<file path="src/logic/bus_pkg.sv">
`default_nettype none

package bus_pkg;

  parameter int BUS_ADDR_W = 32;
  parameter int BUS_DATA_W = 32;
  parameter int BUS_MASK_W = BUS_DATA_W / 8;

  typedef enum logic {
    OP_READ  = 1'b0,
    OP_WRITE = 1'b1
  } bus_op_e;

  // One-cycle request strobe with its payload
  typedef struct packed {
    logic                  req;
    bus_op_e               op;
    logic [BUS_ADDR_W-1:0] addr;
    logic [BUS_DATA_W-1:0] wdata;
    logic [BUS_MASK_W-1:0] wr_mask;
  } bus_req_t;

  // Ack comes one cycle after req, rdata valid with it
  typedef struct packed {
    logic                  ack;
    logic [BUS_DATA_W-1:0] rdata;
  } bus_rsp_t;

endpackage

`default_nettype wire

</file>
<file path="src/logic/soc_map_pkg.sv">
`default_nettype none

package soc_map_pkg;

  // Top two address bits pick the target
  typedef enum logic [1:0] {
    TGT_MEM  = 2'b00,
    TGT_NONE = 2'b01,
    TGT_LED  = 2'b10,
    TGT_KEYS = 2'b11
  } target_e;

  parameter logic [31:0] MEM_BASE  = 32'h0000_0000;
  parameter logic [31:0] LED_BASE  = 32'h8000_0000;
  parameter logic [31:0] KEYS_BASE = 32'hC000_0000;

  parameter int LED_W = 8;

  // Key region registers
  parameter logic [31:0] KEY_LEVEL_OFS = 32'h0000_0000;
  parameter logic [31:0] KEY_PRESS_OFS = 32'h0000_0004;

endpackage

`default_nettype wire

</file>
<file path="src/logic/key_port.sv">
`timescale 1ns/1ps
`default_nettype none

module key_port #(
  parameter int NUM_KEYS = 2
) (
  input  logic                  clk,
  input  logic                  i_rst,

  input  logic [NUM_KEYS-1:0]   i_key,

  input  bus_pkg::bus_req_t     i_req,
  output bus_pkg::bus_rsp_t     o_rsp
);

  import bus_pkg::*;
  import soc_map_pkg::*;

  logic [NUM_KEYS-1:0]   key_sync1;
  logic [NUM_KEYS-1:0]   key_sync2;
  logic [NUM_KEYS-1:0]   key_prev;
  logic [NUM_KEYS-1:0]   press_q;
  logic [NUM_KEYS-1:0]   rising;
  logic [NUM_KEYS-1:0]   clr;
  logic                  sel_level;
  logic                  sel_press;
  logic                  ack_q;
  logic [BUS_DATA_W-1:0] rdata_q;

  assign sel_level = (i_req.addr[2] == KEY_LEVEL_OFS[2]);
  assign sel_press = (i_req.addr[2] == KEY_PRESS_OFS[2]);

  assign rising = key_sync2 & ~key_prev;

  // Write 1 to clear, lane 0 carries the key bits
  always_comb
  begin
    clr = '0;
    if (i_req.req && (i_req.op == OP_WRITE) && sel_press && i_req.wr_mask[0])
      clr = i_req.wdata[NUM_KEYS-1:0];
  end

  always_ff @(posedge clk)
  begin
    if (i_rst)
    begin
      key_sync1 <= '0;
      key_sync2 <= '0;
      key_prev  <= '0;
      press_q   <= '0;
      ack_q     <= 1'b0;
    end
    else
    begin
      // Keys are active low on the pins
      key_sync1 <= ~i_key;
      key_sync2 <= key_sync1;
      key_prev  <= key_sync2;
      // New press wins over a clear
      press_q   <= (press_q & ~clr) | rising;
      ack_q     <= i_req.req;
    end
  end

  always_ff @(posedge clk)
  begin
    if (i_req.req)
    begin
      if (i_req.op == OP_WRITE)
        rdata_q <= '0;
      else if (sel_level)
        rdata_q <= BUS_DATA_W'(key_sync2);
      else
        rdata_q <= BUS_DATA_W'(press_q);
    end
  end

  assign o_rsp.ack   = ack_q;
  assign o_rsp.rdata = rdata_q;

endmodule

`default_nettype wire

</file>
<file path="config.mk">
export PLATFORM = sky130hd
export DESIGN_NAME = key_port
export DESIGN_NICKNAME = d
export VERILOG_FILES = /design/src/logic/bus_pkg.sv /design/src/logic/soc_map_pkg.sv /design/src/logic/key_port.sv
export SDC_FILE = /design/constraint.sdc
export NUM_CORES = 1
export LEC_CHECK = 0
export CORE_ASPECT_RATIO = 0.75
export CORE_MARGIN = 3
export CORE_UTILIZATION = 30
export CTS_CLUSTER_SIZE = 16
export DETAILED_ROUTE_END_ITERATION = 10
export DONT_BUFFER_PORTS = 1
export PLACE_DENSITY_LB_ADDON = 0.25
export SYNTH_ARGS = -nofsm -noshare
export SYNTH_HDL_FRONTEND = slang
export SYNTH_SLANG_ARGS = --single-unit
</file>
<file path="constraint.sdc">
create_clock -name clk -period 0.9 [get_ports clk]
set_clock_uncertainty 0.05 [all_clocks]
set_input_delay 0.18 -clock clk [delete_from_list [all_inputs] [get_ports clk]]
set_output_delay 0.18 -clock clk [all_outputs]
set_load 0.01 [all_outputs]
</file>
# Word level (Yosys, flattened, before mapping)
# Cells that the tools add are included.
# word_totals
ff_bits	41
latchBits	0
mem_bits_rw	0
rom_bits	0
output_inout_bits	33
elab_cells	17
mem_count	0
# classes
addsub	0
n_mul	0
div_mod_pow	0
magnitude_cmp	0
eq_ne	0
n_shift	0
n_mux	2
bitwise	6
reduce_logical	3
# ops
operator	count
$not 2->2	3
$and 2x2->2	2
$mux 2	2
$logic_and 1x1->1	3
$or 2x2->2	1

# Depth between registers and ports, before layout
# Gate-level depths: netlist (run 1).
# depth
depth_word	7
ltp_mapped	3
depth_no_buf	3

# Least setup slack after synthesis (run 1)
# No wires, ideal clock.
# synth_timing
kind	register to register
start	register key_sync2[0]
end	register rdata_q[0], data pin
t_arrival_ns	0.443
required_time_ns	0.596
path_slack_ns	0.152
stages_incl_launch_ff	3
n_path_buf	0
period_less_slack_ns	0.748
path_cell_list	dfxtp_1 mux2i_1 nor2_1
# synth_between
elab_chain_cells	1
# synth_rtl
element	line_no	rtl
start, declared	key_port.sv:20	logic [NUM_KEYS-1:0] key_sync2;
start signal, assigned	key_port.sv:57	key_sync2 <= key_sync1;
$mux 2	key_port.sv:71	else if (sel_level)
end signal, assigned	key_port.sv:72	rdata_q <= BUS_DATA_W'(key_sync2);
end signal, assigned	key_port.sv:74	rdata_q <= BUS_DATA_W'(press_q);
end, declared	key_port.sv:28	logic [BUS_DATA_W-1:0] rdata_q;
# Every way passes these cells.
# A chain may end at the register's enable or synchronous reset.

# Final worst setup path (run 1)
# layout_timing
start	register rdata_q[1]
end	output port o_rsp[1] (netlist name)
# layout_rtl
element	line_no	rtl
end, declared	key_port.sv:13	output bus_pkg::bus_rsp_t o_rsp
# No word-level cell between the ends.

==> results of run 1 <==
==> final cells by class <==
type / count / area, um2 / share of cell area (%)
Tap cell: 22 / 27.53 / 4.846
Inverter: 2 / 7.507 / 1.322
Clock buffer: 4 / 26.28 / 4.626
Multi-Input combinational cell: 48 / 224.0 / 39.43
Timing Repair Buffer: 4 / 42.54 / 7.489
Sequential cell: 11 / 240.2 / 42.29
==> metal layers <==
layer / vias to the layer above / part of all wire, % / GRT usage, %
met3: 0 / 21 / 6.414
met5: - / 0 / 0
met1: 127 / 41 / 6.119
li1: 151 / - / -
met2: 32 / 38 / 8.784
met4: 0 / 0 / 2.778
==> Yosys cell counts <==
library cell / number / area, um2
dfxtp_1: 9 / 180.2
a21oi_1: 2 / 10.01
nand4_2: 1 / 12.51
conb_1: 1 / 3.750
mux2i_1: 2 / 20.02
nor2b_1: 5 / 31.28
buf_4: 31 / 232.7
o21ai_1: 2 / 10.01
nor2_1: 4 / 15.01
nand2b_1: 2 / 12.51
edfxtp_1: 2 / 60.06
inv_1: 2 / 7.510
==> cell families after synthesis <==
kind of cell / after synthesis / share of synthesized area, %
buffers and inverters: 33 / 40.34
and+or+nand+nor: 12 / 11.97
DFF: 11 / 40.34
AOI/OAI and AO/OA: 4 / 3.361
muxes: 2 / 3.361
other: 1 / 0.6296
==> power breakdown <==
group | total, mW | leakage (nW) | internal (mW) | switching [mW]
clock network | 0.322 | 0.0150 | 0.171 | 0.151
logic | 0.104 | 0.175 | 0.0277 | 0.0759
registers | 0.535 | 0.0947 | 0.524 | 0.0112
total | 0.961 | 0.285 | 0.723 | 0.238
==> flip-flops by register name (all words and copies together), names as in the netlist <==
name	cells
ack_q	1
rdata_q	2
key_sync1	2
press_q	2
key_prev	2
key_sync2	2
==> metrics by stage <==
step           setup slack, ps  total power [mW]  util, %  cell area (um2)
2_1_floorplan            152.5            0.7210        -            704.4
3_3_place_gp             117.7            0.6246    27.65            499.2
3_5_place_dp             112.6            0.6258    27.65            499.2
4_1_cts                 -29.44            0.9822    31.32            565.5
5_1_grt                 -54.07             1.039    31.46            568.0
6_report                -10.88            0.9609    31.46            568.0
==> worst paths after layout <==
| path | startpoint | endpoint | slack (ps) | cells after the start |
|---|---|---|---|---|
| worst max register to register | key_sync2[1]$_SDFF_PP0_ | rdata_q[1]$_SDFFCE_PP0P_ | 100 | 2 |
| worst min-delay path | i_req[68] | rdata_q[0]$_SDFFCE_PP0P_ | 50 | 1 |
| worst max-delay path | rdata_q[1]$_SDFFCE_PP0P_ | o_rsp[1] | -10 | 0 |
| worst min register to register | key_sync1[1]$_SDFF_PP0_ | key_sync2[1]$_SDFF_PP0_ | 390 | 1 |
==> what timing repair did <==
action,4_1_cts,5_1_grt
hold endpoints to repair,11,0
setup endpoints to repair,2,11
resized for setup,0,1
hold buffers,4,0
==> results.yml, run 1 <==
setup_path:
  critPathLaunchType: "register"
  required_ps: 670
  cp.arrival_ps: 680
  path_class: "reg -> out"
  worstPathMaxFanout: 1
  end_kind: "primary output"
cells_and_area:
  drive_above_1_share_pct: 5.797
  final_common_cell: "conb_1"
  stdcell_count: 91
  fill_cells: 202
  area_delta_synth_final_pct: -4.622
  mostFrequentLayoutCells: "conb_1 (30), dfxtp_1 (9), nor2b_1 (5)"
  diodes: 0
  layout.nets: 144
placed_design:
  placed_cells: 83
  io_buffers: 0
  hpwl_um: 536.5
  routabilityCongestion: 0.7469
clocking:
  ctsHtreeMaxLevel: 1
  clkTransAtPathRegs_ps: 60
  clk_latency_ps: 260
  clock_path_buffers: 2
  cts_tree: "done"
  clockRootBuffer: "clkbuf_4"
  cts_buffers: 3
  cts_setup_buffers: 0
  cts.sinks: 11
run_status:
  failed_checks: "negative setup slack"
  status: "complete, but fails checks"
sta:
  layout_min_cycle_time_ps: 910.9
  setup_viol: 2
  rsz0062_at_grt: "true"
  fmaxAchievable_ghz: 1.098
  final_hold_viol_count: 0
  final.period_utilization_pct: 101.2
  setup_slack_ps: -10.88
  timing.hold.ws_ps: 53.85
  slew_violations: 0
  setup_tns_ps: -19.23
global_route:
  first_global_vias: 267
  grt.total_usage_pct: 6.281
  grt_max_degree: 10
  grt-ovfl-total: 0
  antenna_found_initial: 0
  grt_pass1_wl_um: 1069
pwr:
  powerDensity_nw_per_um2: 1692
  ir_drop_mv: 0.8694
  total_leakage_power_nw: 0.2849
synth:
  synth_seq_area_share_pct: 40.34
  synthDistinctLibCells: 12
  synth-seq-cells: 11
  syn_area_um2: 595.6
  synth_cells: 63
  synth_area_per_cell_um2: 9.454
  yosysWarnings: 0
route:
  antenna_left: 0
  wl_per_cell_um: 7.637
  first_pass_iters: 4
  vias: 310
  via_per_inst: 3.407
  wirelength_um: 695
  drc: 0
  drt-initial-drc-count: 4
floorplanning:
  dieWidth_um: 57.45
  boundaryPins: 107
  row_count: 13
  die_height_um: 44.59
  core_um2: 1805
  start_util_pct: 32.99
  fp.dieArea_um2: 2561
flow_run:
  maxCapViolations: 0
hold_path:
  hold_path.class: "in -> reg"
Note: power is estimated with default switching activity, not from simulation.
==> run 2: changes to the inputs <==
--- a/config.mk
+++ b/config.mk
@@ -5,6 +5,7 @@
 export SDC_FILE = /design/constraint.sdc
 export NUM_CORES = 1
 export LEC_CHECK = 0
+export ABC_AREA = 1
 export CORE_ASPECT_RATIO = 0.75
 export CORE_MARGIN = 3
 export CORE_UTILIZATION = 30
==> run 2 against run 1 <==
The run still ends with negative setup slack left. Die area increased by 5.9%. Global-route usage decreased by 0.78 points. Critical path depth unchanged. Synthesized cell count increased by 22%. Clock power increased by 4%. Maximum frequency decreased by 0.54%. Final cell count increased by 15%. Routed wire length increased by 16%. Design area increased by 7.7%. Register-to-register slack improved by 40 ps. Worst setup slack got worse by 5.0 ps. Highest routed layer is now met4.
==> results.yml, run 2 <==
run_status:
  status: "complete, but fails checks"
  failed_checks: "negative setup slack"
pwr:
  p_total_mw: 0.9852
  total_leakage_power_nw: 0.3103
  powerDensity_nw_per_um2: 1610
  ir_drop_mv: 0.7393
setup_path:
  required_ps: 670
  reg2reg_depth: 2
  worstPathMaxFanout: 1
  crit-reg2reg-launch: "key_sync2[0]$_SDFF_PP0_"
  end_kind: "primary output"
  cp_num_cells: 0
  cp.arrival_ps: 690
  cp-startpoint: "rdata_q[0]$_SDFFCE_PP0P_"
  critPathLaunchType: "register"
  path_class: "reg -> out"
synth:
  synth_seq_area_share_pct: 37.80
  synth_top_cell_area_share_pct: 37.80
  synth-seq-cells: 11
  synthDistinctLibCells: 11
  synth.most_common_cell: "buf_4"
  synth_compound_area_share_pct: 2.362
  synthXorXnorAreaFrac_pct: 0
  synthAdderAreaFrac_pct: 0
  synth_mux_area_share_pct: 0
  synth_edf_count: 2
  syn_area_um2: 635.6
  synth_area_leaders: "buf_4 (38%), dfxtp_1 (28%), edfxtp_1 (9.4%), inv_1 (5.3%), nand2_1 (5.3%)"
  async_flop_share_pct: 0
  synth_top_family_by_area: "buffers and inverters"
  ys.flop_type: "dfxtp_1"
  yosys.area_share.simple_pct: 16.14
  yosysWarnings: 0
  synth_cells: 77
  synth_area_per_cell_um2: 8.255
  synth_top_area_cell: "buf_4"
  synth_common_cells: "buf_4 (32), dfxtp_1 (9), inv_1 (9), nand2_1 (9), nor2_1 (9)"
clocking:
  clock_path_buffers: 2
  clkTransAtPathRegs_ps: 70
  cts_buffers: 3
  ctsHtreeMaxLevel: 1
  clockRootBuffer: "clkbuf_4"
  cts.sinks: 11
  cts_tree: "done"
  clk_latency_ps: 270
placed_design:
  placed_cell_area_um2: 531.8
  hpwl_um: 631.2
  routabilityCongestion: 0.7780
  post-place-ws_ps: 150.6
  io_buffers: 0
hold_path:
  hold_path.class: "in -> reg"
  worstHoldStart: "i_req[5]"
  holdPathStages: 3
floorplanning:
  boundaryPins: 107
  die_height_um: 45.87
  start_util_pct: 33.98
  fp.dieArea_um2: 2713
  core_um2: 1871
  dieWidth_um: 59.15
  row_count: 13
route:
  via_per_inst: 3.257
  antenna_left: 0
  wirelength_um: 807
  first_pass_iters: 2
  wl_per_cell_um: 7.686
  vias: 342
  drc: 0
  drt-initial-drc-count: 8
cells_and_area:
  drive_above_1_share_pct: 9.639
  stdcell_area_um2: 611.8
  diodes: 0
  area_delta_synth_final_pct: -3.740
  layout.nets: 158
  mostFrequentLayoutCells: "conb_1 (30), inv_1 (9), nor2_1 (9), nand2_1 (9), dfxtp_1 (9)"
  fill_cells: 198
  final_common_cell: "conb_1"
sta:
  rsz0062_at_grt: "true"
  fmaxAchievable_ghz: 1.092
  layout_min_cycle_time_ps: 915.9
  setup_tns_ps: -30.80
  final.period_utilization_pct: 101.8
  setup_viol: 2
  setup_slack_ps: -15.87
  slew_violations: 0
  final_hold_viol_count: 0
  timing.hold.ws_ps: 13.20
global_route:
  grt-ovfl-total: 0
  grt.total_usage_pct: 5.499
  grt_pass1_wl_um: 979
  first_global_vias: 219
  grt_max_degree: 8
  antenna_found_initial: 0
flow_run:
  maxCapViolations: 0
[run 2: changes by cell type after synthesis, moves of 2 or more]
cell,before,now
a21oi_1,2,0
nor2b_1,5,0
mux2i_1,2,0
nand2b_1,2,0
nor2_4,0,2
o21ai_1,2,0
nor2_1,4,9
inv_1,2,9
nand2_1,0,9
a211oi_1,0,2
[run 2: worst paths after layout]
path | endpoint | slack (ps)
setup / recovery | o_rsp[0] | -20
hold / removal | press_q[1]$_SDFF_PP0_ | 10
setup reg to reg | rdata_q[0]$_SDFFCE_PP0P_ | 140
hold reg to reg | key_sync2[1]$_SDFF_PP0_ | 350
[run 2: report_power, final]
part           internal, mW  leakage, nW  switching (mW)
logic                0.0302        0.198          0.0834
clock network         0.165       0.0177           0.171
registers             0.526       0.0946          0.0107
total                 0.720        0.310           0.265
[run 2: kinds of logic after synthesis]
kind of cell | after synthesis
AO/OA/AOI/OAI | 2
buffers and inverters | 41
flip-flops | 11
other | 1
AND/OR/NAND/NOR | 22
[run 2: stage by stage]
stage	utilization [%]	std cells
floorplan	-	106
global placement	28.43	96
detailed placement	28.43	96
CTS	32.58	105
global route	32.71	105
finish	32.71	105
[run 2: repair_timing]
action | CTS | global route
hold endpoints to repair | 11 | 0
pin swaps | 0 | 0
hold buffers | 5 | 0
setup buffers | 0 | 0
endpoints found under the setup margin | 2 | 4
resized for setup | 0 | 1
[run 2: per-layer routing]
metal  routed length, um  vias up  GRT usage, %
li1                    -      179             -
met1                 347      130         6.376
met2                 287       31         6.167
met3                 166        2         5.666
met4                   6        0         2.715
met5                   0        -             0
[run 2: cell type report]
type / count / area, um2 / share of cell area (%)
well taps: 22 / 27.53 / 4.499
clock buffers: 3 / 22.52 / 3.681
clock inverters: 1 / 5.005 / 0.8180
repair buffers: 5 / 52.55 / 8.589
multi-input cells: 54 / 230.2 / 37.63
flip-flops and latches: 11 / 240.2 / 39.26
inverters: 9 / 33.78 / 5.521
[run 2: worst register-to-register path: stages (launching register included)]
cell      delay [ps]
dfxtp_1          310
nor2_1           100
a211oi_1          50
