<file path="config.mk">
export PLATFORM = sky130hd
export DESIGN_NAME = bus_decoder
export DESIGN_NICKNAME = d
export VERILOG_FILES = /design/src/logic/bus_pkg.sv /design/src/logic/soc_map_pkg.sv /design/src/logic/bus_decoder.sv
export SDC_FILE = /design/constraint.sdc
export NUM_CORES = 1
export LEC_CHECK = 0
export ABC_AREA = 1
export BUFFER_PORTS_ARGS = -buffer_cell sky130_fd_sc_hd__buf_4
export CAP_MARGIN = 5
export CORE_AREA = 2 2 163 165
export DETAILED_ROUTE_END_ITERATION = 8
export DIE_AREA = 0 0 165 167
export PLACE_DENSITY = 0.41
export REMOVE_ABC_BUFFERS = 1
export SYNTH_ARGS = -nofsm -noshare
export SYNTH_HDL_FRONTEND = slang
export SYNTH_SLANG_ARGS = --single-unit
</file>
<file path="constraint.sdc">
create_clock -name clk -period 1.3 [get_ports clk]
set_clock_uncertainty 0.05 [all_clocks]
set_input_delay 0.26 -clock clk [delete_from_list [all_inputs] [get_ports clk]]
set_output_delay 0.26 -clock clk [all_outputs]
set_load 0.03 [all_outputs]
</file>
<file path="src/logic/bus_pkg.sv">
`default_nettype none

package bus_pkg;

  parameter int BUS_ADDR_W = 32;
  parameter int BUS_DATA_W = 32;
  parameter int BUS_MASK_W = BUS_DATA_W / 8;

  typedef enum logic {
    OP_READ  = 1'b0,
    OP_WRITE = 1'b1
  } bus_op_e;

  // One-cycle request strobe with its payload
  typedef struct packed {
    logic                  req;
    bus_op_e               op;
    logic [BUS_ADDR_W-1:0] addr;
    logic [BUS_DATA_W-1:0] wdata;
    logic [BUS_MASK_W-1:0] wr_mask;
  } bus_req_t;

  // Ack comes one cycle after req, rdata valid with it
  typedef struct packed {
    logic                  ack;
    logic [BUS_DATA_W-1:0] rdata;
  } bus_rsp_t;

endpackage

`default_nettype wire

</file>
<file path="src/logic/soc_map_pkg.sv">
`default_nettype none

package soc_map_pkg;

  // Top two address bits pick the target
  typedef enum logic [1:0] {
    TGT_MEM  = 2'b00,
    TGT_NONE = 2'b01,
    TGT_LED  = 2'b10,
    TGT_KEYS = 2'b11
  } target_e;

  parameter logic [31:0] MEM_BASE  = 32'h0000_0000;
  parameter logic [31:0] LED_BASE  = 32'h8000_0000;
  parameter logic [31:0] KEYS_BASE = 32'hC000_0000;

  parameter int LED_W = 8;

  // Key region registers
  parameter logic [31:0] KEY_LEVEL_OFS = 32'h0000_0000;
  parameter logic [31:0] KEY_PRESS_OFS = 32'h0000_0004;

endpackage

`default_nettype wire

</file>
<file path="src/logic/bus_decoder.sv">
`timescale 1ns/1ps
`default_nettype none

module bus_decoder (
  input  logic                  clk,
  input  logic                  i_rst,

  input  bus_pkg::bus_req_t     i_req,
  output bus_pkg::bus_rsp_t     o_rsp,

  output bus_pkg::bus_req_t     o_mem_req,
  input  bus_pkg::bus_rsp_t     i_mem_rsp,

  output bus_pkg::bus_req_t     o_led_req,
  input  bus_pkg::bus_rsp_t     i_led_rsp,

  output bus_pkg::bus_req_t     o_key_req,
  input  bus_pkg::bus_rsp_t     i_key_rsp
);

  import bus_pkg::*;
  import soc_map_pkg::*;

  target_e    tgt;
  target_e    tgt_q;
  logic       none_ack_q;
  logic [1:0] top_bits;

  assign top_bits = i_req.addr[BUS_ADDR_W-1 -: 2];

  always_comb
  begin
    if (top_bits == MEM_BASE[31:30])
      tgt = TGT_MEM;
    else if (top_bits == LED_BASE[31:30])
      tgt = TGT_LED;
    else if (top_bits == KEYS_BASE[31:30])
      tgt = TGT_KEYS;
    else
      tgt = TGT_NONE;
  end

  // Payload goes to everyone, strobe only to the chosen target
  always_comb
  begin
    o_mem_req     = i_req;
    o_led_req     = i_req;
    o_key_req     = i_req;
    o_mem_req.req = i_req.req && (tgt == TGT_MEM);
    o_led_req.req = i_req.req && (tgt == TGT_LED);
    o_key_req.req = i_req.req && (tgt == TGT_KEYS);
  end

  always_ff @(posedge clk)
  begin
    if (i_rst)
    begin
      tgt_q      <= TGT_NONE;
      none_ack_q <= 1'b0;
    end
    else
    begin
      if (i_req.req)
        tgt_q <= tgt;
      // Unmapped accesses are answered here
      none_ack_q <= i_req.req && (tgt == TGT_NONE);
    end
  end

  always_comb
  begin
    case (tgt_q)
      TGT_MEM:  o_rsp = i_mem_rsp;
      TGT_LED:  o_rsp = i_led_rsp;
      TGT_KEYS: o_rsp = i_key_rsp;
      default:
      begin
        o_rsp.ack   = none_ack_q;
        o_rsp.rdata = '0;
      end
    endcase
  end

endmodule

`default_nettype wire

</file>
After elaboration in Yosys (flattened, before gate mapping)
Cells that the tools add are included.
{ "totals": {"regBits": 3, "inputBits": 171, "elab_cells": 20} }
{ "classes": {"eq_ne": 7, "n_mux": 4, "reduce_logical": 7} }
{ "op_table": {"columns": ["op", "count"], "rows": [
  ["33-bit one-hot mux with 3 select lines", 1],
  ["2-bit equality test (second input constant)", 6],
  ["2-bit logical NOT", 3],
  ["2-bit two-way mux", 3],
  ["1-bit logical AND", 4],
  ["2-bit by 1-bit equality test with 1-bit output (second input constant)", 1]
]} }

Longest topological paths before layout
Gate-level depths: netlist of the first run.
{ "logic_depth": {"ltp_word": 6, "ltp_mapped": 5, "ltp_nobuf": 4} }

Least setup slack after synthesis of the first run
OpenSTA, ideal clock, no wires.
{ "synth_path": {"path_type": "register to output", "start": "register tgt_q[0]", "end": "output o_rsp[0] (netlist name)", "t_arrival_ns": 1.049, "path_slack_ns": -0.059, "stages_incl_launch_ff": 6, "path_cell_list": "dfxtp_1 -> nand2_1 -> inv_2 -> buf_6 -> nand2_1 -> nand3_1"} }
{ "synth_rtl": {"columns": ["element", "line_no", "rtl"], "rows": [
  ["start, declared", "bus_decoder.sv:25", "target_e tgt_q;"],
  ["start signal, assigned", "bus_decoder.sv:64", "tgt_q <= tgt;"],
  ["end, declared", "bus_decoder.sv:9", "output bus_pkg::bus_rsp_t o_rsp,"]
]} }

==> metrics.csv, run 1 <==
metric,value,unit
1st-pass router iterations,5,
status,"complete, but fails checks",
ys async rst share,0,%
diode count,0,
first-pass GRT wire length,32800,um
Mapped Area,2310,um2
critical path arrival,1.40,ns
Peak Freq,584,MHz
hpwl dp,24400,um
final setup fails,33,
fin crit share,132,%
Worst R2R Path Depth,3,
Most used DFF post-synth,dfxtp_1,
"CTS clk-pin slew, worst paths",0.03,ns
hold buffers post-CTS,0,
worst min path class,in -> reg,
Comb pwr share,66.3,%
max-slew violation total from the final report,0,
met2 Usage GRT,31.2,%
Flop pwr share,5.9,%
placed instance count,647,
die area,27600,um2
Final nets,494,
total power,1.77,mW
GR Util All Layers,19.4,%
Int Power,1.07,mW
xor and xnor area share after synthesis,0,%
leakage,1.52,nW
end of the worst register-to-register path,tgt_q[1]$_SDFFE_PP0P_,
worst-skew pair later-pin latency,0.22,ns
Detail Route Antenna Nets,0,
R2R Path Start,tgt_q[1]$_SDFFE_PP0P_,
CTS buffer count,3,
final non-filler cell total,657,
Ports,414,
Synth warnings,0,
GPL Wtd Cong,0.840,
Setup TNS Final,-11.74,ns
met1 Track Usage GR,13.1,%
Via Count,2298,
height of the die,167,um
worst-margin pin slew,0.191,ns
post-layout min period,1.71,ns
Compound-Gate Fraction of Synth Area,0.541,%
post-synthesis sequential area ratio,2.60,%
largest net degree at the start of global routing,22,
RSZ-0062 raised after global routing,yes,
Reg2Reg Setup Slack,0.51,ns
Residual DRC,0,
Switching Fraction,39.4,%
Die Wd,165,um
main combinational cell family by area after synthesis,buffers and inverters,
WL/cell,42.8,um
MaxCap Viol Count,0,
failing checks,negative setup slack,
switching component of the power,0.699,mW
Clock Power Share,27.8,%
"Hold Vio Cnt, Final",0,
Synth top area share,67.2,%
Area Overhead vs Synth,30.3,%
"Req. time, crit path",0.99,ns
layout cell share with drive strength beyond 1,73.6,%
"EDFF count, synth",0,
Relative slew margins,87.3,%
clock sinks,3,
Iter 0 DRT Violations,83,
gr busiest metal,met2,
PnR worst setup slack,-0.412,ns
vias per inst,3.50,
CP max FO,7,
CP startpoint,tgt_q[0]$_SDFFE_PP1P_,
met3 Usage GRT,24.2,%
CTS H-tree depth,1,
Cell Rows,59,
CTS root buf,clkbuf_16,
fill count,2980,
post-synthesis mux area share,0,%
syn_area_per_cell,6.23,um2
simple-gate share of the synthesized area,25.9,%
maximum root-to-sink buffer count,2,
Pwr Density,589,nW/um2
TritonCTS clock tree,built,
Post-Syn Instances,371,
Max IR drop VDD,0.404,mV
dpl cell area,2360,um2
synthesized flop and latch total,3,
Setup Crit Path Kind,reg -> out,
"top cells by area, synth","buf_4 (67%), nand2_1 (17%), nand3_1 (7.6%)",
"count leader, synth",buf_4,
core area,25800,um2
worst setup path end,o_rsp[6],
Worst Setup End Kind,primary output,
"area leader, netlist",buf_4,
design area,3010,um2
commonest cells in the synthesized netlist,"buf_4 (207), nand2_1 (102), nand3_1 (35), buf_2 (6), inv_1 (4)",
routed wire length,28100,um
initial antenna violation count,0,
Initial Util,8.97,%
startpoint types,flip-flop,
Synth Area in Adders,0,%
grt total ovfl,0,
count of cell types in the netlist,15,
Min Hold Slack,0.224,ns
number of global-route vias before repair,2374,
Port Buf Inserts,145,
[sequential cells by signal, indices dropped and copies added (netlist names)]
name	cells
none_ack_q	1
tgt_q	2
[area by class of cell]
| cell class | instances | area [um2] | area share (%) |
|---|---|---|---|
| multi-input cells | 146 | 891 | 29.6 |
| inverters | 6 | 22.5 | 0.748 |
| flip-flops and latches | 3 | 62.6 | 2.08 |
| well taps | 335 | 419 | 13.9 |
| clock buffers | 4 | 78.8 | 2.62 |
| repair buffers | 163 | 1540 | 51.0 |
[worst min path at each step]
stage,from,end,slack [ns],cells after the start
2_1_floorplan,i_req[66],none_ack_q$_SDFF_PP0_,0.33,2
3_3_place_gp,i_rst,tgt_q[0]$_SDFFE_PP1P_,0.46,3
3_5_place_dp,i_rst,tgt_q[0]$_SDFFE_PP1P_,0.46,3
4_1_cts,i_rst,tgt_q[0]$_SDFFE_PP1P_,0.23,3
5_1_grt,i_req[69],tgt_q[0]$_SDFFE_PP1P_,0.23,2
6_report,i_req[69],tgt_q[0]$_SDFFE_PP1P_,0.22,2
[per-stage QoR]
| step | utilization, % | setup WS [ns] |
|---|---|---|
| 2_1_floorplan | - | -0.410 |
| 3_3_place_gp | 9.15 | -0.216 |
| 3_5_place_dp | 9.15 | -0.231 |
| 4_1_cts | 10.8 | -0.430 |
| 5_1_grt | 11.7 | -0.483 |
| 6_report | 11.7 | -0.412 |
[power groups by stage]
stage / combinational, mW / clock [mW] / sequential, mW
6_report: 1.18 / 0.494 / 0.104
5_1_grt: 1.25 / 0.509 / 0.105
4_1_cts: 1.14 / 0.495 / 0.103
3_5_place_dp: 0.972 / 0 / 0.104
3_3_place_gp: 0.978 / 0 / 0.103
2_1_floorplan: 0.346 / 0 / 0.106
[worst max-delay path, cell delays in order (launching register included)]
cell and delay [ns]:
dfxtp_2 0.32, buf_6 0.12, nor2_4 0.18, buf_12 0.15
buf_16 0.15, nand2_4 0.05, nand3_2 0.07, buf_6 0.13
[cells by family (layout without fill, tap and decap cells)]
family,Yosys count,after routing
simple gates,144,144
flops,3,3
buf+inv,222,173
compound gates,2,2
[layer usage]
metal,vias up,part of all wire (%)
met5,-,0.61
li1,838,-
met4,4,3.0
met1,955,23
met3,25,28
met2,476,46
[what timing repair did]
action / CTS / global route
setup endpoints to repair: 33 / 33
gates cloned: 2 / 2
resized for setup: 72 / 44
pin swaps: 8 / 5
setup buffers: 2 / 1
[layout by cell type, fill, tap and decap left out, types with 2 or more instances in the layout]
cell       Yosys  final
buf_16         0      2
buf_4        207    115
nand3_2        0     31
nand2_1      102     68
nand2_4        0      7
nand2_2        0     27
nor2_1         3      3
inv_2          2      2
nor2_4         1      2
dfxtp_2        0      2
buf_8          0      3
inv_1          4      4
buf_6          3     34
buf_12         0      7
nand3_1       35      4
clkbuf_16      0      5
Note: power is estimated with default switching activity, not from simulation.
==> run 2, diff against run 1 <==
--- a/config.mk
+++ b/config.mk
@@ -13,6 +13,7 @@
 export DIE_AREA = 0 0 165 167
 export PLACE_DENSITY = 0.41
 export REMOVE_ABC_BUFFERS = 1
+export SKIP_LAST_GASP = 1
 export SYNTH_ARGS = -nofsm -noshare
 export SYNTH_HDL_FRONTEND = slang
 export SYNTH_SLANG_ARGS = --single-unit
==> constraint.sdc (replaced) <==
create_clock -name clk -period 1.3 [get_ports clk]
set_clock_uncertainty 0.05 [all_clocks]
set_input_delay 0.195 -clock clk [delete_from_list [all_inputs] [get_ports clk]]
set_output_delay 0.195 -clock clk [all_outputs]
set_load 0.03 [all_outputs]
==> metrics.csv, run 2 (synthesis results as in run 1) <==
metric,value,unit,change
Biggest register,tgt_q,,unchanged
placed instance count,647,,unchanged
initial antenna violation count,0,,unchanged
layout cell share with drive strength beyond 1,67.0,%,was 73.6%
hpwl dp,24400,um,about the same
post-layout min period,1.62,ns,was 1.71 ns
MaxCap Viol Count,0,,unchanged
routed wire length,28100,um,about the same
final setup fails,33,,unchanged
Die Wd,165,um,unchanged
CP max FO,7,,unchanged
Iter 0 DRT Violations,114,,was 83
Setup TNS Final,-9.60,ns,was -11.74 ns
fill count,2999,,was 2980
clock sinks,3,,unchanged
Critical Path Most Common Cell,buf_6,,unchanged
Detail Route Antenna Nets,0,,unchanged
Peak Freq,617,MHz,was 584 MHz
worst-skew pair later-pin latency,0.23,ns,was 0.22 ns
CTS buffer count,3,,unchanged
"CTS clk-pin slew, worst paths",0.03,ns,about the same
WL/cell,42.7,um,was 42.8 um
1st-pass router iterations,4,,was 5
CTS H-tree depth,1,,unchanged
PnR worst setup slack,-0.322,ns,was -0.412 ns
GPL Wtd Cong,0.838,,was 0.840
first-pass GRT wire length,32300,um,was 32800 um
Max IR drop VDD,0.553,mV,was 0.404 mV
grt total ovfl,0,,unchanged
Relative slew margins,88.0,%,was 87.3%
maximum root-to-sink buffer count,2,,unchanged
die area,27600,um2,unchanged
Initial Util,8.97,%,unchanged
RSZ-0062 raised after global routing,yes,,unchanged
worst-margin pin slew,0.179,ns,was 0.191 ns
Pwr Density,600,nW/um2,was 589 nW/um2
total power,1.75,mW,was 1.77 mW
max reg flops,2,,unchanged
Final nets,496,,was 494
crit path cell chain,buf_6 -> nor2_4 -> buf_12 -> clkbuf_16 -> nand2_1 -> nand3_2 -> buf_6,,was buf_6 -> nor2_4 -> buf_12 -> buf_16 -> nand2_4 -> nand3_2 -> buf_6
height of the die,167,um,unchanged
Port Buf Inserts,145,,unchanged
Area Overhead vs Synth,26.5,%,was 30.3%
TritonCTS clock tree,built,,unchanged
diode count,0,,unchanged
largest net degree at the start of global routing,27,,was 22
status,"complete, but fails checks",,unchanged
CP bufs+invs,4,,unchanged
CTS root buf,clkbuf_16,,unchanged
final non-filler cell total,659,,was 657
slowest CP cell,dfxtp_2,,unchanged
leakage,1.46,nW,was 1.52 nW
crit-path max cell delay,0.33,ns,was 0.32 ns
max-slew violation total from the final report,0,,unchanged
Residual DRC,0,,unchanged
Via Count,2288,,was 2298
GR Util All Layers,19.0,%,was 19.4%
Setup Crit Path Kind,reg -> out,,unchanged
"Req. time, crit path",1.05,ns,was 0.99 ns
"most common cell after layout, fill and taps aside",buf_4,,unchanged
fin crit share,125,%,was 132%
startpoint types,flip-flop,,unchanged
vias per inst,3.47,,was 3.50
worst min path class,in -> reg,,unchanged
Cell Rows,59,,unchanged
critical path arrival,1.38,ns,was 1.40 ns
core area,25800,um2,unchanged
Worst Setup End Kind,primary output,,unchanged
most frequent cells in the layout,"buf_4 (116), nand2_1 (86), buf_6 (35)",,"was buf_4 (115), nand2_1 (68), buf_6 (34)"
failing checks,negative setup slack,,unchanged
"Hold Vio Cnt, Final",0,,unchanged
Ports,414,,unchanged
Top Registers,"tgt_q x2, none_ack_q x1",,unchanged
family with the most delay on the worst path,buffers and inverters,,unchanged
number of global-route vias before repair,2342,,was 2374
run 2: timing repair:
item,in CTS,in global routing
resized for setup,34,58
pin swaps,5,5
hold buffers,0,0
setup endpoints to repair,33,33
buffers inserted,4,2
cloned,0,4
run 2: through the flow:
stage / util, % / cell area [um2] / setup WS, ns / hold WS (ns)
2_1_floorplan: - / 693 / -0.345 / 0.266
3_3_place_gp: 9.15 / 2360 / -0.147 / 0.341
3_5_place_dp: 9.15 / 2360 / -0.144 / 0.341
4_1_cts: 10.0 / 2590 / -0.357 / 0.158
5_1_grt: 11.3 / 2920 / -0.367 / 0.185
6_report: 11.3 / 2920 / -0.322 / 0.158
run 2: path summary, 6_finish.rpt:
check	startpoint	end	slack [ns]	depth (start not counted)
worst max register to register	tgt_q[0]$_SDFFE_PP1P_	tgt_q[0]$_SDFFE_PP1P_	0.42	4
worst min-delay path	i_rst	tgt_q[0]$_SDFFE_PP1P_	0.16	3
worst min register to register	tgt_q[1]$_SDFFE_PP0P_	tgt_q[1]$_SDFFE_PP0P_	0.56	3
worst max-delay path	tgt_q[1]$_SDFFE_PP0P_	o_rsp[27]	-0.32	7
run 2: final cells by class:
class	count	area (um2)	area share, %
Sequential cell	3	62.6	2.14
Timing Repair Buffer	165	1540	52.7
Clock buffer	4	78.8	2.70
Tap cell	335	419	14.3
Inverter	6	22.5	0.770
Multi-Input combinational cell	146	801	27.4
run 2: where the power goes:
part / switching, mW / total, mW / internal [mW] / leakage (nW)
Clock: 0.0907 / 0.496 / 0.405 / 0.0382
Combinational: 0.590 / 1.15 / 0.564 / 1.40
Sequential: 0.00525 / 0.104 / 0.0989 / 0.0248
Total: 0.686 / 1.75 / 1.07 / 1.46
run 2: worst min-delay path, stage by stage:
cell and delay (ns):
buf_4 0.07, inv_1 0.05, o211ai_1 0.08
run 2: metal layers:
layer  vias up  part of all wire (%)  track usage [%]
met5         -                  0.77             7.27
met4         6                   4.2             7.11
met3        49                    27             23.3
met2       419                    44             29.7
met1       972                    24             13.3
li1        842                     -                -
