File: src/logic/bus_pkg.sv
`default_nettype none

package bus_pkg;

  parameter int BUS_ADDR_W = 32;
  parameter int BUS_DATA_W = 32;
  parameter int BUS_MASK_W = BUS_DATA_W / 8;

  typedef enum logic {
    OP_READ  = 1'b0,
    OP_WRITE = 1'b1
  } bus_op_e;

  // One-cycle request strobe with its payload
  typedef struct packed {
    logic                  req;
    bus_op_e               op;
    logic [BUS_ADDR_W-1:0] addr;
    logic [BUS_DATA_W-1:0] wdata;
    logic [BUS_MASK_W-1:0] wr_mask;
  } bus_req_t;

  // Ack comes one cycle after req, rdata valid with it
  typedef struct packed {
    logic                  ack;
    logic [BUS_DATA_W-1:0] rdata;
  } bus_rsp_t;

endpackage

`default_nettype wire

File: src/logic/soc_map_pkg.sv
`default_nettype none

package soc_map_pkg;

  // Top two address bits pick the target
  typedef enum logic [1:0] {
    TGT_MEM  = 2'b00,
    TGT_NONE = 2'b01,
    TGT_LED  = 2'b10,
    TGT_KEYS = 2'b11
  } target_e;

  parameter logic [31:0] MEM_BASE  = 32'h0000_0000;
  parameter logic [31:0] LED_BASE  = 32'h8000_0000;
  parameter logic [31:0] KEYS_BASE = 32'hC000_0000;

  parameter int LED_W = 8;

  // Key region registers
  parameter logic [31:0] KEY_LEVEL_OFS = 32'h0000_0000;
  parameter logic [31:0] KEY_PRESS_OFS = 32'h0000_0004;

endpackage

`default_nettype wire

File: src/logic/led_port.sv
`timescale 1ns/1ps
`default_nettype none

module led_port (
  input  logic                          clk,
  input  logic                          i_rst,

  input  bus_pkg::bus_req_t             i_req,
  output bus_pkg::bus_rsp_t             o_rsp,

  output logic [soc_map_pkg::LED_W-1:0] o_led
);

  import bus_pkg::*;
  import soc_map_pkg::*;

  logic [LED_W-1:0]      led_q;
  logic                  ack_q;
  logic [BUS_DATA_W-1:0] rdata_q;
  logic                  wr_en;

  // One register for the whole region, lane 0 only
  assign wr_en = i_req.req && (i_req.op == OP_WRITE) && i_req.wr_mask[0];

  always_ff @(posedge clk)
  begin
    if (i_rst)
    begin
      led_q <= '0;
      ack_q <= 1'b0;
    end
    else
    begin
      ack_q <= i_req.req;
      if (wr_en)
        led_q <= i_req.wdata[LED_W-1:0];
    end
  end

  always_ff @(posedge clk)
  begin
    if (i_req.req)
    begin
      if (i_req.op == OP_READ)
        rdata_q <= BUS_DATA_W'(led_q);
      else
        rdata_q <= '0;
    end
  end

  assign o_rsp.ack   = ack_q;
  assign o_rsp.rdata = rdata_q;
  assign o_led       = led_q;

endmodule

`default_nettype wire

File: config.mk
export PLATFORM = sky130hd
export DESIGN_NAME = led_port
export DESIGN_NICKNAME = d
export VERILOG_FILES = /design/src/logic/bus_pkg.sv /design/src/logic/soc_map_pkg.sv /design/src/logic/led_port.sv
export SDC_FILE = /design/constraint.sdc
export NUM_CORES = 1
export LEC_CHECK = 0
export BUFFER_PORTS_ARGS = -buffer_cell sky130_fd_sc_hd__buf_2
export CAP_MARGIN = 10
export CORE_MARGIN = 2
export CORE_UTILIZATION = 28
export CTS_CLUSTER_DIAMETER = 40
export DETAILED_ROUTE_END_ITERATION = 8
export GPL_ROUTABILITY_DRIVEN = 0
export HOLD_SLACK_MARGIN = 0.15
export PLACE_DENSITY = 0.75
export SLEW_MARGIN = 20
export SYNTH_ARGS = -nofsm -noshare
export SYNTH_HDL_FRONTEND = slang
export SYNTH_SLANG_ARGS = --single-unit
File: constraint.sdc
create_clock -name clk -period 0.8 [get_ports clk]
set_input_delay 0 -clock clk [delete_from_list [all_inputs] [get_ports clk]]
set_output_delay 0 -clock clk [all_outputs]
set_load 0.05 [all_outputs]
* Yosys cells after proc, flatten, opt, wreduce, memory -nomap -nowiden *
Cells that the tools add are included.
W data, S select, Z words.

word-level totals
  latch bits = 0
  register bits = 41
  ROM bits = 0
  output and inout bits = 41
  logic and storage cells = 6
  bits of input ports = 72
  bits in writable memories = 0
  memories = 0

cells by class
  bitwise logic cells = 0
  shifts and indexed selects = 0
  eq/ne operators = 0
  magnitude comparators = 0
  divide/modulo/power cells = 0
  add/subtract/negate cells = 0
  muxes and demuxes = 0
  reduce and logical (&&, ||, !) cells = 2
  multiply operators = 0

operator list
  kind                 count
  $logic_and A1 B1 Y1  2

* Longest topological paths before layout *
Gate-level depths: netlist of the first run.

  word-level depth = 2
  depth in mapped cells = 3
  gate-level depth less buffers = 2

* Worst setup path before layout of the first run *
OpenSTA, ideal clock, no wires.

  kind = register to register
  start point = reg led_q[0] (netlist: o_led[0])
  end point = reg rdata_q[0], data pin
  clock period less this slack = 982 ps
  data required time = 545 ps
  library setup time = 255 ps
  stages on the path, launching flop included = 2
  arrival time = 727 ps
  buffers on the path = 0
  setup slack = -182 ps
  cells stage by stage = dfxtp_1 > and2b_2

RTL lines
  what                      RTL line        source
  start: declaration        led_port.sv:17  logic [LED_W-1:0] led_q;
  start signal: assignment  led_port.sv:36  led_q <= i_req.wdata[LED_W-1:0];
  end signal: assignment    led_port.sv:45  rdata_q <= BUS_DATA_W'(led_q);
  end: declaration          led_port.sv:19  logic [BUS_DATA_W-1:0] rdata_q;

No word-level cell between the ends.

* Worst setup path in the final report of the first run *
  start point = reg rdata_q[2]
  end point = out o_rsp[2] (netlist bit)

RTL lines
  what              RTL line       source
  end: declaration  led_port.sv:9  output bus_pkg::bus_rsp_t o_rsp,

No word-level cell between the ends.

==> results_dict.tcl, run 1 <==
set metrics [dict create \
    viasPerCell 3.59 \
    antenna_found_initial 0 \
    ys_seq_area_frac 0.473 \
    n_antenna_cell 0 \
    fin_crit_ns 0.869 \
    rr_startpoint "o_led[4]" \
    drt_iter0_markers 20 \
    grt_pass1_wl_mm 2.44 \
    worst_slack_ns -0.0692 \
    yosys_warnings 0 \
    whs_ns 0.0366 \
    postLayoutCellArea_um2 1310 \
    final_cell_mix "conb_1, nand2b_1, buf_2, buf_6" \
    synth-seq-cells 17 \
    comb_power_share 0.307 \
    cp_max_fo 1 \
    internal-power_uw 1310 \
    grt_start_max_net_pins 18 \
    syn_avg_cell_area_um2 11.3 \
    crit_arrival_ns 0.87 \
    critical_path.cell_chain "buf_6" \
    maxSlewViolCount 0 \
    wl_per_cell_um 9.37 \
    final_common_cell "conb_1" \
    yosysUniqueCellTypes 11 \
    io_buffers 29 \
    vias 599 \
    ir_drop_mv 0.388 \
    skew_ns 0.00130 \
    ant_nets 0 \
    clkPwrFrac 0.222 \
    slowest_stage "edfxtp_1" \
    maxCapViolCount 0 \
    cts_buffers 3 \
    die_h_um 60.4 \
    path_delay_family "flip-flops" \
    finalHoldViolations 0 \
    drc 0 \
    power_frac_seq 0.471 \
    rows 20 \
    cp_num_buf_inv 1 \
    fmax_mhz 1150 \
    status "finished, violations left" \
    rsz0062_at_grt "true" \
    p_per_area_nw_per_um2 1540 \
    netlist.area_leader.share 0.270 \
    p_sw_uw 718 \
    syn_to_final_growth_pct 47.3 \
    fp.dieW_um 60.4 \
    criticalPathCategory "flop to output port" \
    core_area_um2 3030 \
    min_from "i_req[69]" \
    start_util 0.294 \
    ctsHoldBuffers 10 \
    dp_cells 151 \
    violations "negative setup slack" \
    h-tree-depth 1 \
    cp-end-kind "output port" \
    clkSlewWorstSetupHoldPaths_ns 0.09 \
    fp.dieArea_um2 3640 \
    synth_cells 79 \
    synth_area_leader_cell "edfxtp_1" \
    cts_sinks 17 \
    setup_viol 15 \
    dp_slack_ns 0.0357 \
    cts_tree "done" \
    hold_path.class "input pin to flop" \
    cts_root_buffer "clkbuf_4" \
    firstDrtPassIters 3 \
    worstPathRequired_ns 0.80 \
    synthTopCellsByArea "edfxtp_1, buf_4, dfxtp_1, nand2b_1, mux2i_1" \
    gr-total-overflow 0 \
    p_leak_uw 0.000601 \
    grt_usage 0.0920 \
    clockBufferDepth 2 \
    ios 113 \
    clock_latency_ns 0.30 \
    dpl_cell_area_um2 1030 \
    syn_area_um2 890 \
    fin_crit_sh 1.09 \
    fin_cells 167 \
    drive_gt1_frac 0.447 \
    grt_pass1_vias 555 \
    finalPower_uw 2020 \
    crit_start "rdata_q[2]" \
    wirelength_mm 1.57 \
    nNetsFinal 196 \
    place_hpwl_mm 1.06 \
    slowest_delay_ns 0.40 \
    start_kind "flop" \
    swShare 0.355 \
]
-- power by group through the flow --
stage | registers (uW) | logic (uW) | clock network [uW]
3_3_place_gp | 960 | 515 | 0
4_1_cts | 953 | 609 | 461
5_1_grt | 959 | 651 | 496
2_1_floorplan | 1080 | 412 | 0
3_5_place_dp | 962 | 518 | 0
6_report | 953 | 620 | 449
-- synth_stat cells (all sizes together) --
| master | count |
|---|---|
| and2b | 8 |
| and3 | 1 |
| buf | 26 |
| clkbuf | 1 |
| conb | 1 |
| dfxtp | 9 |
| edfxtp | 8 |
| mux2i | 8 |
| nand2b | 16 |
| nor2b | 1 |
-- cell families (layout without fill, tap and decap cells) --
family,count (synthesis),in the layout,share of synthesized area
buf+inv,27,48,0.228
other cells,1,24,0.00422
simple gates,26,26,0.205
flops,17,17,0.473
mux,8,8,0.0900
-- worst paths after layout --
kind | to | slack [ns] | depth (start not counted)
worst max-delay path | o_rsp[2] | -0.07 | 1
worst min-delay path | rdata_q[2] | 0.04 | 2
worst max register to register | rdata_q[4] | 0.01 | 1
worst min register to register | o_led[5] | 0.51 | 2
-- registers in the layout (all words and copies together) (netlist names) --
name     count
o_led        8
ack_q        1
rdata_q      8
-- repair_timing --
item / 4_1_cts / 5_1_grt
buffers inserted: 1 / 0
endpoints found under the setup margin: 17 / 35
endpoints found under the hold margin: 20 / 13
resized for setup: 42 / 6
gates cloned: 0 / 2
-- per-layer routing --
metal  up-vias  wire (um)  track usage
li1        290          -            -
met1       259        515       0.0892
met2        47        834        0.177
met3         3        178       0.0235
met4         0         36       0.0476
met5         -          0            0
-- per-stage QoR --
stage	utilization	setup TNS, ns
after global routing	0.433	-0.948
after CTS	0.428	-0.495
after floorplan	-	-0.268
after global placement	0.339	0
final	0.433	-0.486
after detailed placement	0.339	0
-- final cells by class --
class / instances / area (um^2)
sequential: 17 / 452
multi-input combinational: 58 / 353
fill: 270 / 1720
clock buffer: 4 / 26.3
timing repair buffer: 44 / 424
tap: 44 / 55.1
Note: power is estimated with default switching activity, not from simulation.
==> run 2: changes to the inputs <==
- SETUP_SLACK_MARGIN: unset -> 0.4
==> results_dict.tcl, run 2 (same netlist as run 1, synthesis figures left out) <==
set metrics [dict create \
    grt_pass1_vias 547 \
    global_route.usage.met2 0.163 \
    die_h_um 60.4 \
    slowest_delay_ns 0.40 \
    cp-end-kind "output port" \
    slowest_stage "edfxtp_1" \
    cp_num_buf_inv 1 \
    cp_max_fo 1 \
    ios 113 \
    drt_iter0_markers 13 \
    rrSetupSlack_ns 0.02 \
    busiest_layer "met2" \
    maxSlewViolCount 0 \
    setup_viol 8 \
    io_buffers 29 \
    viasPerCell 3.57 \
    final_common_cell "conb_1" \
    hold_path_depth 3 \
    p_per_area_nw_per_um2 1630 \
    multi_input_comb_area_um2 353 \
    gr-total-overflow 0 \
    n_antenna_cell 0 \
    crit_arrival_ns 0.84 \
    h-tree-depth 1 \
    critical_path.cell_chain "buf_6" \
    holdPathEnd "o_led[5]" \
    ir_drop_mv 0.428 \
    vias 553 \
    fp.dieW_um 60.4 \
    wirelength_mm 1.46 \
    status "finished, violations left" \
    cts_sinks 17 \
    criticalPathCategory "flop to output port" \
    fp.dieArea_um2 3640 \
    cts_tree "done" \
    cts_root_buffer "clkbuf_4" \
    seqCellArea_um2 452 \
    core_area_um2 3030 \
    r2r-end "rdata_q[6]" \
    clock_latency_ns 0.27 \
    nNetsFinal 184 \
    dp_slack_ns -0.00576 \
    drive_gt1_frac 0.468 \
    start_kind "flop" \
    antenna_found_initial 0 \
    drc 0 \
    firstDrtPassIters 2 \
    clkSlewWorstSetupHoldPaths_ns 0.08 \
    final_util 0.394 \
    violations "negative hold slack, negative setup slack" \
    whs_ns -0.0339 \
    min_from "i_req[9]" \
    skew_ns 0.000352 \
    path_delay_family "flip-flops" \
    fill_cells 273 \
    syn_to_final_growth_pct 34.2 \
    start_util 0.294 \
    worstPathRequired_ns 0.80 \
    place_hpwl_mm 1.13 \
    cts_setup_buffers 0 \
    worst_slack_ns -0.0393 \
    fin_crit_sh 1.05 \
    met1_usage 0.0871 \
    grt_pass1_wl_mm 2.25 \
    final_cell_mix "conb_1, nand2b_1, buf_2, buf_8" \
    fin_crit_ns 0.839 \
    reg2regPathDepth 1 \
    maxCapViolCount 0 \
    p_leak_uw 0.000539 \
    finalHoldViolations 8 \
    cts_buffers 3 \
    rr_startpoint "o_led[6]" \
    rsz0062_at_grt "true" \
    grt_usage 0.0807 \
    grt_start_max_net_pins 18 \
    fmax_mhz 1190 \
    clockBufferDepth 2 \
    rows 20 \
    wl_per_cell_um 9.43 \
    grtUsageMet3 0.0107 \
    ant_nets 0 \
    hold_path.class "input pin to flop" \
]
-- run 2: cell types whose count changed in the layout (fill, tap and decap cells not counted) --
| cell | delta |
|---|---|
| buf_2 | -1 |
| buf_8 | +1 |
| buf_6 | -3 |
| dlymetal6s4s_1 | -1 |
| dlygate4sd3_1 | -8 |
-- run 2: worst max-delay path by stage --
stage	startpoint	cells past startpoint	to	slack, ns
floorplan	o_led[0]	1	rdata_q[0]	-0.03
global placement	o_led[2]	1	rdata_q[2]	0.04
detailed placement	i_req[68]	4	o_led[4]	-0.006
CTS	rdata_q[4]	1	o_rsp[4]	-0.06
global route	rdata_q[4]	1	o_rsp[4]	-0.08
finish	rdata_q[0]	1	o_rsp[0]	-0.04
-- run 2: cell type report --
class / count / area share
timing repair buffer: 32 / 0.258
sequential: 17 / 0.378
multi-input combinational: 58 / 0.296
clock buffer: 4 / 0.0220
tap: 44 / 0.0461
-- run 2: stage by stage --
step,setup TNS [ns],hold slack (ns),instances,power [uW],cell area (um^2)
after floorplan,-0.268,0.112,102,1490,1010
after global placement,0,0.255,151,1480,1030
after detailed placement,-0.00576,0.257,151,1480,1030
after CTS,-0.357,-0.0444,155,1980,1190
after global routing,-0.724,-0.0321,155,2040,1190
final,-0.225,-0.0339,155,1950,1190
-- run 2: power by group --
part | internal, uW | switching [uW]
Sequential | 928 | 25.4
Clock | 193 | 223
Combinational | 145 | 432
-- run 2: what timing repair did --
| item | CTS | global route |
|---|---|---|
| resized for setup | 43 | 0 |
| setup endpoints to repair | 33 | 33 |
| endpoints found under the hold margin | 17 | 17 |
-- run 2: per-layer routing --
layer	up-vias	wire length, um
met2	41	737
met3	0	154
met1	246	570
li1	266	-
met5	-	0
met4	0	0
==> run 3: changes to the inputs <==
- SKIP_LAST_GASP: unset -> 1
==> results_dict.tcl, run 3 (same netlist as run 1, synthesis figures left out) <==
set metrics [dict create \
    seqCellArea_um2 452 \
    worstPathRequired_ns 0.80 \
    cts_tree "done" \
    gr-total-overflow 0 \
    p_leak_uw 0.000539 \
    drc 0 \
    skew_ns 0.000219 \
    grt_pass1_wl_mm 2.30 \
    clock_latency_ns 0.27 \
    rows 20 \
    cts_sinks 17 \
    grt_start_max_net_pins 18 \
    core_area_um2 3030 \
    dp_slack_ns -0.00576 \
    grt_pass1_vias 554 \
    whs_ns -0.0339 \
    slowest_stage "edfxtp_1" \
    crit_arrival_ns 0.84 \
    worst_slack_ns -0.0391 \
    fmax_mhz 1190 \
    start_util 0.294 \
    finalHoldViolations 8 \
    n_antenna_cell 0 \
    criticalPathCategory "flop to output port" \
    start_kind "flop" \
    final_util 0.394 \
    cts_buffers 3 \
    final_common_cell "conb_1" \
    final_cell_mix "conb_1, nand2b_1, buf_2, buf_8" \
    clockBufferDepth 2 \
    status "finished, violations left" \
    fin_crit_sh 1.05 \
    critical_path.cell_chain "buf_6" \
    wl_per_cell_um 9.54 \
    ios 113 \
    ant_nets 0 \
    place_hpwl_mm 1.13 \
    cp-end-kind "output port" \
    dp_cells 151 \
    viasPerCell 3.58 \
    finalPower_uw 1950 \
    grt_usage 0.0824 \
    p_per_area_nw_per_um2 1630 \
    fin_crit_ns 0.839 \
    die_h_um 60.4 \
    maxSlewViolCount 0 \
    maxCapViolCount 0 \
    fp.dieW_um 60.4 \
    path_delay_family "flip-flops" \
    cts_root_buffer "clkbuf_4" \
    drive_gt1_frac 0.468 \
    cp_max_fo 1 \
    wirelength_mm 1.48 \
    fp.dieArea_um2 3640 \
    drt_iter0_markers 6 \
    fill_cells 275 \
    antenna_found_initial 0 \
    fin_cells 155 \
    h-tree-depth 1 \
    nNetsFinal 184 \
    slowest_delay_ns 0.40 \
    clkSlewWorstSetupHoldPaths_ns 0.08 \
    multi_input_comb_area_um2 353 \
    cp_num_buf_inv 1 \
    rsz0062_at_grt "true" \
    io_buffers 29 \
    ir_drop_mv 0.427 \
    firstDrtPassIters 2 \
    hold_path.class "input pin to flop" \
    syn_to_final_growth_pct 34.2 \
    violations "negative hold slack, negative setup slack" \
    vias 555 \
    setup_viol 8 \
]
## run 3: what timing repair did
action                                  in CTS  in global routing
setup buffers                                0                  0
gates resized for setup                     40                  3
hold endpoints to repair                    17                 17
endpoints found under the setup margin      33                 33
## run 3: cell type report
| class | count | area share |
|---|---|---|
| Clock buffer | 4 | 0.0220 |
| Multi-Input combinational cell | 58 | 0.296 |
| Sequential cell | 17 | 0.378 |
| Timing Repair Buffer | 32 | 0.258 |
| Tap cell | 44 | 0.0461 |
## run 3: where the power goes
| group | total, uW | leakage, uW | switching (uW) | internal (uW) |
|---|---|---|---|---|
| Sequential | 954 | 0.000162 | 25.5 | 928 |
| Clock | 416 | 0.0000150 | 223 | 193 |
| Combinational | 577 | 0.000362 | 432 | 145 |
## run 3: path summary, 6_finish.rpt
| kind | startpoint | to | slack [ns] | cells past startpoint |
|---|---|---|---|---|
| worst max-delay path | rdata_q[0] | o_rsp[0] | -0.04 | 1 |
| worst min-delay path | i_req[9] | o_led[5] | -0.03 | 3 |
| worst max register to register | o_led[6] | rdata_q[6] | 0.02 | 1 |
| worst min register to register | o_led[7] | o_led[7] | 0.51 | 2 |
## run 3: per-stage QoR
step | TNS, ns | cell area (um^2)
final | -0.227 | 1190
after global routing | -0.740 | 1190
after CTS | -0.390 | 1180
after detailed placement | -0.00576 | 1030
after global placement | 0 | 1030
after floorplan | -0.268 | 1010
## run 3: routing by layer
layer  part of all wire  GRT usage  vias up
li1                   -          -      266
met4                  0     0.0190        0
met3               0.11     0.0128        0
met1               0.38     0.0871      248
met5                  0          0        -
met2               0.51      0.168       41
